==> src/common/rx_pkg.sv <==
// one weight set and one shift serve all channels; register map assumes word-aligned accesses
package rx_pkg;

    // data path geometry
    localparam int num_channels = 2;
    localparam int ffe_length   = 4;
    localparam int code_width   = 8;
    localparam int weight_width = 10;
    localparam int shift_width  = 4;
    localparam int result_width = 8;

    // product of one code and one weight, before accumulation
    localparam int prod_width = code_width + weight_width;
    // full sum of ffe_length products cannot overflow this
    localparam int acc_width  = 20;

    // previous words kept on the capture side
    localparam int hist_words = 2;
    localparam int word_width = num_channels * code_width;
    localparam int hist_width = hist_words * word_width;
    // symbols seen by the FFE for one word, oldest first
    localparam int win_len    = num_channels + ffe_length - 1;

    // saturation limits of the signed result
    localparam int res_max = (2 ** (result_width - 1)) - 1;
    localparam int res_min = -(2 ** (result_width - 1));

    // AXI4-Lite configuration port
    localparam int axi_addr_width = 6;
    localparam int axi_data_width = 32;

    // register map, tap k lives at reg_weight_base + 4k
    localparam logic [axi_addr_width-1:0] reg_shift_addr  = 6'h00;
    localparam logic [axi_addr_width-1:0] reg_weight_base = 6'h04;

    typedef enum logic [1:0] {
        resp_okay   = 2'b00,
        resp_slverr = 2'b10
    } axi_resp_e;

endpackage

==> src/hw/rx_code_capture.sv <==
// history only advances on valid words; window is oldest symbol first, code 0 of a word earliest
module rx_code_capture
    import rx_pkg::*;
(
    input  logic                           clk,
    input  logic                           rst_i,
    input  logic [word_width-1:0]          codes_i,
    input  logic                           code_valid_i,
    output logic [win_len*code_width-1:0]  window_o,
    output logic                           win_valid_o
);

    // newest captured word and the words before it
    logic [word_width-1:0] word_q;
    logic [hist_width-1:0] hist_q;
    logic                  valid_q;

    always_ff @(posedge clk) begin
        if (rst_i) begin
            word_q  <= '0;
            hist_q  <= '0;
            valid_q <= 1'b0;
        end else begin
            valid_q <= code_valid_i;
            if (code_valid_i) begin
                word_q <= codes_i;
                // oldest word drops out at the low end
                hist_q <= {word_q, hist_q[hist_width-1:word_width]};
            end
        end
    end

    // newest word on top of the most recent ffe_length-1 older symbols
    assign window_o    = {word_q, hist_q[hist_width-1 -: (ffe_length-1)*code_width]};
    assign win_valid_o = valid_q;

endmodule

==> src/ffe/ffe_core.sv <==
// two-cycle latency; weights sampled in stage 1, shift in stage 2, so reconfigure only when idle
module ffe_core
    import rx_pkg::*;
(
    input  logic                               clk,
    input  logic                               rst_i,
    input  logic [win_len*code_width-1:0]      window_i,
    input  logic                               win_valid_i,
    input  logic [ffe_length*weight_width-1:0] weights_i,
    input  logic [shift_width-1:0]             shift_i,
    output logic [num_channels*result_width-1:0] result_o,
    output logic                               res_valid_o
);

    logic signed [code_width-1:0]   sym_c [win_len];
    logic signed [weight_width-1:0] tap_c [ffe_length];

    logic signed [prod_width-1:0]   prod_q [num_channels][ffe_length];
    logic                           valid1_q;

    logic signed [acc_width-1:0]    acc_c [num_channels];
    logic signed [acc_width-1:0]    shr_c [num_channels];
    logic signed [result_width-1:0] sat_c [num_channels];

    // unpack the flat buses
    always_comb begin
        for (int i = 0; i < win_len; i++) begin
            sym_c[i] = window_i[i*code_width +: code_width];
        end
        for (int k = 0; k < ffe_length; k++) begin
            tap_c[k] = weights_i[k*weight_width +: weight_width];
        end
    end

    // stage 1: tap k times the symbol k places before symbol j
    always_ff @(posedge clk) begin
        if (win_valid_i) begin
            for (int j = 0; j < num_channels; j++) begin
                for (int k = 0; k < ffe_length; k++) begin
                    prod_q[j][k] <= sym_c[ffe_length-1+j-k] * tap_c[k];
                end
            end
        end
    end

    // stage 2 combinational part: sum, arithmetic shift, clamp
    always_comb begin
        for (int j = 0; j < num_channels; j++) begin
            acc_c[j] = '0;
            for (int k = 0; k < ffe_length; k++) begin
                acc_c[j] = acc_c[j] + prod_q[j][k];
            end
            shr_c[j] = acc_c[j] >>> shift_i;
            if (shr_c[j] > res_max) begin
                sat_c[j] = result_width'(res_max);
            end else if (shr_c[j] < res_min) begin
                sat_c[j] = result_width'(res_min);
            end else begin
                sat_c[j] = shr_c[j][result_width-1:0];
            end
        end
    end

    always_ff @(posedge clk) begin
        if (valid1_q) begin
            for (int j = 0; j < num_channels; j++) begin
                result_o[j*result_width +: result_width] <= sat_c[j];
            end
        end
    end

    // valid follows both stages
    always_ff @(posedge clk) begin
        if (rst_i) begin
            valid1_q    <= 1'b0;
            res_valid_o <= 1'b0;
        end else begin
            valid1_q    <= win_valid_i;
            res_valid_o <= valid1_q;
        end
    end

endmodule

==> src/hw/rx_slicer.sv <==
// zero slices to 0; data bits hold their last value while data_valid_o is low
module rx_slicer
    import rx_pkg::*;
(
    input  logic                                 clk,
    input  logic                                 rst_i,
    input  logic [num_channels*result_width-1:0] result_i,
    input  logic                                 res_valid_i,
    output logic [num_channels-1:0]              data_o,
    output logic                                 data_valid_o
);

    logic signed [result_width-1:0] sample_c [num_channels];
    logic [num_channels-1:0]        bit_c;

    // strictly positive sample gives a one
    always_comb begin
        for (int j = 0; j < num_channels; j++) begin
            sample_c[j] = result_i[j*result_width +: result_width];
            bit_c[j]    = (sample_c[j] > 0);
        end
    end

    always_ff @(posedge clk) begin
        if (res_valid_i) begin
            data_o <= bit_c;
        end
    end

    always_ff @(posedge clk) begin
        if (rst_i) begin
            data_valid_o <= 1'b0;
        end else begin
            data_valid_o <= res_valid_i;
        end
    end

endmodule

==> src/hw/rx_config_regs.sv <==
// one outstanding transaction per direction; exact address match only, WSTRB treated as all-or-nothing
module rx_config_regs
    import rx_pkg::*;
(
    input  logic                               clk,
    input  logic                               rst_i,
    input  logic [axi_addr_width-1:0]          s_awaddr_i,
    input  logic                               s_awvalid_i,
    output logic                               s_awready_o,
    input  logic [axi_data_width-1:0]          s_wdata_i,
    input  logic [axi_data_width/8-1:0]        s_wstrb_i,
    input  logic                               s_wvalid_i,
    output logic                               s_wready_o,
    output logic [1:0]                         s_bresp_o,
    output logic                               s_bvalid_o,
    input  logic                               s_bready_i,
    input  logic [axi_addr_width-1:0]          s_araddr_i,
    input  logic                               s_arvalid_i,
    output logic                               s_arready_o,
    output logic [axi_data_width-1:0]          s_rdata_o,
    output logic [1:0]                         s_rresp_o,
    output logic                               s_rvalid_o,
    input  logic                               s_rready_i,
    output logic [ffe_length*weight_width-1:0] weights_o,
    output logic [shift_width-1:0]             shift_o
);

    logic signed [weight_width-1:0] weight_q [ffe_length];
    logic [shift_width-1:0]         shift_q;

    logic                           bvalid_q;
    axi_resp_e                      bresp_q;
    logic                           rvalid_q;
    axi_resp_e                      rresp_q;
    logic [axi_data_width-1:0]      rdata_q;

    logic                           wr_hs;
    logic                           rd_hs;
    logic                           wr_hit_shift;
    logic                           rd_hit_shift;
    logic [ffe_length-1:0]          wr_hit_w;
    logic [ffe_length-1:0]          rd_hit_w;
    logic [axi_data_width-1:0]      rd_data_c;

    // address and data taken together, blocked while a response waits
    assign s_awready_o = s_awvalid_i & s_wvalid_i & ~bvalid_q;
    assign s_wready_o  = s_awready_o;
    assign s_arready_o = s_arvalid_i & ~rvalid_q;
    assign wr_hs       = s_awready_o;
    assign rd_hs       = s_arready_o;

    // address decode
    assign wr_hit_shift = (s_awaddr_i == reg_shift_addr);
    assign rd_hit_shift = (s_araddr_i == reg_shift_addr);
    always_comb begin
        for (int k = 0; k < ffe_length; k++) begin
            wr_hit_w[k] = (s_awaddr_i == reg_weight_base + axi_addr_width'(4 * k));
            rd_hit_w[k] = (s_araddr_i == reg_weight_base + axi_addr_width'(4 * k));
        end
    end

    // weights read back sign extended, shift zero extended, holes as zero
    always_comb begin
        rd_data_c = '0;
        if (rd_hit_shift) begin
            rd_data_c = {{(axi_data_width-shift_width){1'b0}}, shift_q};
        end
        for (int k = 0; k < ffe_length; k++) begin
            if (rd_hit_w[k]) begin
                rd_data_c = {{(axi_data_width-weight_width){weight_q[k][weight_width-1]}},
                             weight_q[k]};
            end
        end
    end

    // register file
    always_ff @(posedge clk) begin
        if (rst_i) begin
            shift_q <= '0;
            for (int k = 0; k < ffe_length; k++) begin
                weight_q[k] <= '0;
            end
        end else if (wr_hs && (|s_wstrb_i)) begin
            if (wr_hit_shift) begin
                shift_q <= s_wdata_i[shift_width-1:0];
            end
            for (int k = 0; k < ffe_length; k++) begin
                if (wr_hit_w[k]) begin
                    weight_q[k] <= s_wdata_i[weight_width-1:0];
                end
            end
        end
    end

    // write response channel
    always_ff @(posedge clk) begin
        if (rst_i) begin
            bvalid_q <= 1'b0;
            bresp_q  <= resp_okay;
        end else if (wr_hs) begin
            bvalid_q <= 1'b1;
            bresp_q  <= (wr_hit_shift || (|wr_hit_w)) ? resp_okay : resp_slverr;
        end else if (s_bready_i) begin
            bvalid_q <= 1'b0;
        end
    end

    // read data channel
    always_ff @(posedge clk) begin
        if (rst_i) begin
            rvalid_q <= 1'b0;
        end else if (rd_hs) begin
            rvalid_q <= 1'b1;
        end else if (s_rready_i) begin
            rvalid_q <= 1'b0;
        end
    end

    always_ff @(posedge clk) begin
        if (rd_hs) begin
            rdata_q <= rd_data_c;
            rresp_q <= (rd_hit_shift || (|rd_hit_w)) ? resp_okay : resp_slverr;
        end
    end

    assign s_bvalid_o = bvalid_q;
    assign s_bresp_o  = bresp_q;
    assign s_rvalid_o = rvalid_q;
    assign s_rresp_o  = rresp_q;
    assign s_rdata_o  = rdata_q;

    always_comb begin
        for (int k = 0; k < ffe_length; k++) begin
            weights_o[k*weight_width +: weight_width] = weight_q[k];
        end
    end
    assign shift_o = shift_q;

endmodule

==> src/hw/rx_top.sv <==
// code to data latency is 4 cycles with no back-pressure; reconfigure only while the stream is idle
module rx_top
    import rx_pkg::*;
(
    input  logic                        clk,
    input  logic                        rst_i,
    input  logic [word_width-1:0]       codes_i,
    input  logic                        code_valid_i,
    output logic [num_channels-1:0]     data_o,
    output logic                        data_valid_o,
    input  logic [axi_addr_width-1:0]   s_awaddr_i,
    input  logic                        s_awvalid_i,
    output logic                        s_awready_o,
    input  logic [axi_data_width-1:0]   s_wdata_i,
    input  logic [axi_data_width/8-1:0] s_wstrb_i,
    input  logic                        s_wvalid_i,
    output logic                        s_wready_o,
    output logic [1:0]                  s_bresp_o,
    output logic                        s_bvalid_o,
    input  logic                        s_bready_i,
    input  logic [axi_addr_width-1:0]   s_araddr_i,
    input  logic                        s_arvalid_i,
    output logic                        s_arready_o,
    output logic [axi_data_width-1:0]   s_rdata_o,
    output logic [1:0]                  s_rresp_o,
    output logic                        s_rvalid_o,
    input  logic                        s_rready_i
);

    logic [win_len*code_width-1:0]        window;
    logic                                 win_valid;
    logic [ffe_length*weight_width-1:0]   weights;
    logic [shift_width-1:0]               shift;
    logic [num_channels*result_width-1:0] result;
    logic                                 res_valid;

    rx_code_capture i_capture (
        .clk          (clk),
        .rst_i        (rst_i),
        .codes_i      (codes_i),
        .code_valid_i (code_valid_i),
        .window_o     (window),
        .win_valid_o  (win_valid)
    );

    ffe_core i_ffe (
        .clk         (clk),
        .rst_i       (rst_i),
        .window_i    (window),
        .win_valid_i (win_valid),
        .weights_i   (weights),
        .shift_i     (shift),
        .result_o    (result),
        .res_valid_o (res_valid)
    );

    rx_slicer i_slicer (
        .clk          (clk),
        .rst_i        (rst_i),
        .result_i     (result),
        .res_valid_i  (res_valid),
        .data_o       (data_o),
        .data_valid_o (data_valid_o)
    );

    rx_config_regs i_config (
        .clk         (clk),
        .rst_i       (rst_i),
        .s_awaddr_i  (s_awaddr_i),
        .s_awvalid_i (s_awvalid_i),
        .s_awready_o (s_awready_o),
        .s_wdata_i   (s_wdata_i),
        .s_wstrb_i   (s_wstrb_i),
        .s_wvalid_i  (s_wvalid_i),
        .s_wready_o  (s_wready_o),
        .s_bresp_o   (s_bresp_o),
        .s_bvalid_o  (s_bvalid_o),
        .s_bready_i  (s_bready_i),
        .s_araddr_i  (s_araddr_i),
        .s_arvalid_i (s_arvalid_i),
        .s_arready_o (s_arready_o),
        .s_rdata_o   (s_rdata_o),
        .s_rresp_o   (s_rresp_o),
        .s_rvalid_o  (s_rvalid_o),
        .s_rready_i  (s_rready_i),
        .weights_o   (weights),
        .shift_o     (shift)
    );

endmodule

==> config.mk <==
export PLATFORM = sky130hd
export DESIGN_NAME = rx_top
export DESIGN_NICKNAME = d
export VERILOG_FILES = /design/src/common/rx_pkg.sv /design/src/hw/rx_code_capture.sv /design/src/ffe/ffe_core.sv /design/src/hw/rx_slicer.sv /design/src/hw/rx_config_regs.sv /design/src/hw/rx_top.sv
export SDC_FILE = /design/constraint.sdc
export NUM_CORES = 2
export LEC_CHECK = 0
export ABC_AREA = 1
export BUFFER_PORTS_ARGS = -buffer_cell sky130_fd_sc_hd__buf_2
export CAP_MARGIN = 20
export CORE_MARGIN = 2
export CORE_UTILIZATION = 49
export DETAILED_ROUTE_END_ITERATION = 10
export GPL_ROUTABILITY_DRIVEN = 0
export PLACE_DENSITY = 0.68
export SLEW_MARGIN = 20
export SYNTH_ARGS = -nofsm -noshare
export SYNTH_HDL_FRONTEND = slang
export SYNTH_SLANG_ARGS = --single-unit
export TNS_END_PERCENT = 5
==> constraint.sdc <==
create_clock -name clk -period 4.9 [get_ports clk]
set_input_delay 0.98 -clock clk [delete_from_list [all_inputs] [get_ports clk]]
set_output_delay 0.98 -clock clk [all_outputs]
set_load 0.1 [all_outputs]
==> reports/summary.log <==
INFO  yosys          yosys_warnings=0
INFO  yosys          synth-edff-count=213
INFO  critical_path  start_kind=flop
INFO  yosys          async_reset_ff_frac=0
INFO  yosys          ys_top_cells_by_area=fa_1 31%, edfxtp_1 16%, inv_1 13%, nand2_1 10%, ha_1 9.7%
INFO  global_routing grt_antenna_before_repair=3
INFO  timing         whs=0.453ns
INFO  place          placedCellCount=5964
INFO  place          dp_hpwl=85.1mm
INFO  cells_and_area post_layout_nonfiller_instances=6059
INFO  pwr            seq_power_share=0.213
INFO  yosys          yosys.area.top_type=fa_1
INFO  timing         max_freq=0.207GHz
INFO  pwr            p_sw_frac=0.468
INFO  clock_tree     insertion_delay=0.58ns
INFO  routing        firstDrtPassIters=6
INFO  yosys          synthesis_stage_register_bit_count=264
INFO  worst_hold_path min-delay-path-class=flop to flop
INFO  cells_and_area design.final.nets=5965
INFO  global_routing grt_pass1_wl=165mm
INFO  routing        detail_route.wirelength=103mm
INFO  critical_path  crit_required=5.21ns
INFO  global_routing met2_track_demand_over_resource=0.421
INFO  timing         layout_worst_path_cycle_share=0.986
INFO  timing         final_max_slew_viol_count=0
INFO  timing         worst-slew-pin-transition=0.976ns
INFO  pwr            pwr_cell_area=314mW/mm^2
INFO  timing         rsz0062_at_grt=yes
INFO  yosys          postSynthAreaPerCell=8.18um^2
INFO  critical_path  worst-setup-path-type=flop to flop
INFO  cells_and_area post_route_cells_drive_above_1_share=0.116
INFO  global_routing maximum_number_of_pins_on_one_net_before_global_route_repair=67
INFO  flow_run       number_of_violations_of_the_max_capacitance_limit=0
INFO  pwr            share_clk_of_total_power=0.194
INFO  floorplan      core.rowCount=103
INFO  yosys          synth.distinct_cells=53
INFO  timing         totalNegativeSetupSlack=0ns
INFO  global_routing grt_pass1_vias=30.4k
INFO  floorplan      die_h=286um
INFO  floorplan      floorplan.die.width=286um
INFO  routing        post_route_antenna_net_violation_count=0
INFO  pwr            share_comb_of_total_power=0.593
INFO  cells_and_area flow.area_growth_from_synthesis=12.7%
INFO  pwr            power.switching=6470uW
INFO  timing         hold_viol=0
INFO  routing        drcViolationCount=0
INFO  clock_tree     max-clock-path-buffers=3
INFO  timing         min_period=4.83ns
INFO  global_routing grt.met1_usage=0.344
INFO  clock_tree     cts_made_buffers=35
INFO  yosys          syn-cell-area=0.0390mm^2
INFO  global_routing grt_most_used_layer=met2
INFO  place          io_buffers=91
INFO  clock_tree     clkSinkCount=264
INFO  cells_and_area layout.cells.most_common_list=1293 x inv_1, 1088 x nand2_1, 607 x fa_1, 279 x ha_1, 259 x buf_4
INFO  floorplan      io_pins=116
INFO  clock_tree     clkSlewWorstSetupHoldPaths=0.06ns
INFO  clock_tree     tritoncts=built
INFO  routing        wl_per_cell=17.0um
INFO  critical_path  worstPathMaxFanout=6
INFO  floorplan      dieArea=0.0819mm^2
INFO  yosys          syn_inst=4772
INFO  yosys          synthFlopType=edfxtp_1
INFO  routing        route.detailed.vias_per_inst=5.03
INFO  routing        vias_post_dr=30.5k
INFO  clock_tree     ctsRootBufferMaster=clkbuf_16
INFO  yosys          fraction_of_the_yosys_area_taken_by_sequential_cells=0.190
INFO  timing         setup_violations=0
INFO  critical_path  critPathArrivalTime=5.14ns
INFO  timing         max_slew_margin=0.349
INFO  routing        drt_first_iter_violations=2490
INFO  clock_tree     ctsHtreeMaxLevel=2
INFO  pwr            power_leakage=0.0234uW
INFO  cells_and_area fillerInstances=7045
INFO  critical_path  critical_path.endpoint_type=flop
INFO  global_routing grt_usage=0.260
INFO  status         status=finished clean
INFO  cells_and_area final_cell_area=0.0440mm^2
INFO  global_routing globalRouteOverflowTotal=0
INFO  cells_and_area most_frequent_standard_cell_in_the_layout_excluding_fill_and_tap_cells=inv_1
INFO  cells_and_area finalCoreUtilization=0.558
INFO  pwr            worst_ir_drop_on_vdd=0.235mV
INFO  pwr            cell_internal_pwr=7360uW
INFO  floorplan      initial_core_util=0.495
INFO  yosys          synth_top_area_share=0.313
INFO  place          placedInstanceArea=0.0420mm^2
INFO  timing         fin_skew=0.0227ns
INFO  floorplan      core_area=0.0789mm^2
INFO  global_routing globalRouteMet3Util=0.0510
==> registers in the layout, summed over array words and instances (netlist names) <==
| name | cells |
|---|---|
| i_ffe.prod_q | 144 |
| i_config.weight_q | 40 |
| i_capture.hist_q | 24 |
| i_capture.word_q | 16 |
| i_ffe.result_o | 16 |
| i_config.s_rdata_o | 10 |
| i_config.shift_o | 4 |
| i_slicer.data_o | 2 |
| i_capture.win_valid_o | 1 |
| i_config.s_bresp_o | 1 |
| i_config.s_bvalid_o | 1 |
| i_config.s_rresp_o | 1 |
| i_config.s_rvalid_o | 1 |
| i_ffe.res_valid_o | 1 |
| i_ffe.valid1_q | 1 |
| i_slicer.data_valid_o | 1 |
==> cells in the mapped netlist (5+ instances only) <==
library cell	n
inv_1	1303
nand2_1	1091
fa_1	610
ha_1	302
edfxtp_1	213
nand3_1	209
nor2_1	203
clkbuf_1	158
a21oi_1	128
o21ai_0	121
xor2_1	94
xnor2_1	73
dfxtp_1	51
buf_4	27
nor3_1	19
nand2_2	14
buf_2	12
nand3_2	12
o21bai_1	12
a211oi_1	11
nand4_1	11
o211ai_1	8
buf_1	7
nand2_4	7
nor2_2	7
a31oi_1	6
o2111ai_1	6
inv_2	5
==> kinds of logic (layout without fill, tap and decap cells) <==
| kind of cell | after synthesis | in the layout | share of synthesized area |
|---|---|---|---|
| other cells | 1 | 4 | 0.0000961 |
| fa+ha+maj | 912 | 912 | 0.410 |
| buf+inv | 1517 | 1751 | 0.149 |
| simple gates | 1591 | 1591 | 0.168 |
| flops | 264 | 264 | 0.190 |
| xor+xnor | 167 | 167 | 0.0375 |
| compound gates | 318 | 318 | 0.0452 |
| mux | 2 | 2 | 0.000513 |
==> power groups by stage <==
stage | combinational (uW) | sequential (uW) | clock (uW)
after detailed placement | 7950 | 3000 | 0
after floorplan | 5980 | 2970 | 0
final | 8200 | 2950 | 2690
after global placement | 7790 | 2990 | 0
after global routing | 9360 | 2960 | 2810
after CTS | 8000 | 2950 | 2730
==> what timing repair did <==
item,4_1_cts,5_1_grt
pin swaps,2,46
hold buffers,0,0
hold endpoints to repair,0,0
gates resized for setup,20,117
buffers inserted,8,22
setup endpoints to repair,22,32
==> metrics by stage <==
step / setup slack [ns] / total power (uW)
3_3_place_gp: -0.129 / 10800
3_5_place_dp: -0.208 / 10900
5_1_grt: -0.108 / 15100
6_report: 0.0696 / 13800
2_1_floorplan: -0.00292 / 8950
4_1_cts: -0.0119 / 13700
==> area by class of cell <==
class,instances,area (um^2),share of cell area
clock buffers,46,958,0.0218
inverters,1313,4940,0.112
multi-input cells,2992,26300,0.598
clock inverters,17,226,0.00515
repair buffers,375,2820,0.0640
diodes,2,5.00,0.000114
well taps,1050,1310,0.0299
flip-flops and latches,264,7440,0.169
==> final timing paths <==
check | startpoint | end | slack [ns] | cells past startpoint
worst max-delay path | i_config.weight_q[3][1] | i_ffe.prod_q[0][16] | 0.07 | 21
worst min-delay path | i_ffe.res_valid_o | i_slicer.data_valid_o | 0.45 | 2
worst max register to register | i_config.weight_q[3][1] | i_ffe.prod_q[0][16] | 0.07 | 21
worst min register to register | i_ffe.res_valid_o | i_slicer.data_valid_o | 0.45 | 2
==> critical path, cell delays in order, from the launching register on <==
cell	delay (ns)
edfxtp_1	0.59
buf_6	0.17
nand2_2	0.05
fa_1	0.46
fa_1	0.51
inv_1	0.05
fa_1	0.49
inv_2	0.04
fa_1	0.51
inv_2	0.05
ha_4	0.23
a21oi_2	0.13
and2_4	0.16
nor2_2	0.04
a211oi_2	0.22
o21bai_1	0.14
a21oi_2	0.22
o21ai_2	0.11
a21oi_2	0.14
nor2_1	0.05
nor2_1	0.13
xnor2_1	0.08
==> per-layer routing <==
metal,routed length (um),part of all wire,up-vias
met5,0,0,-
met4,4700,0.046,0
met1,41600,0.40,14800
li1,-,-,14500
met2,47800,0.46,1020
met3,8830,0.086,198
No activity file was read; power rests on OpenSTA's default activity.
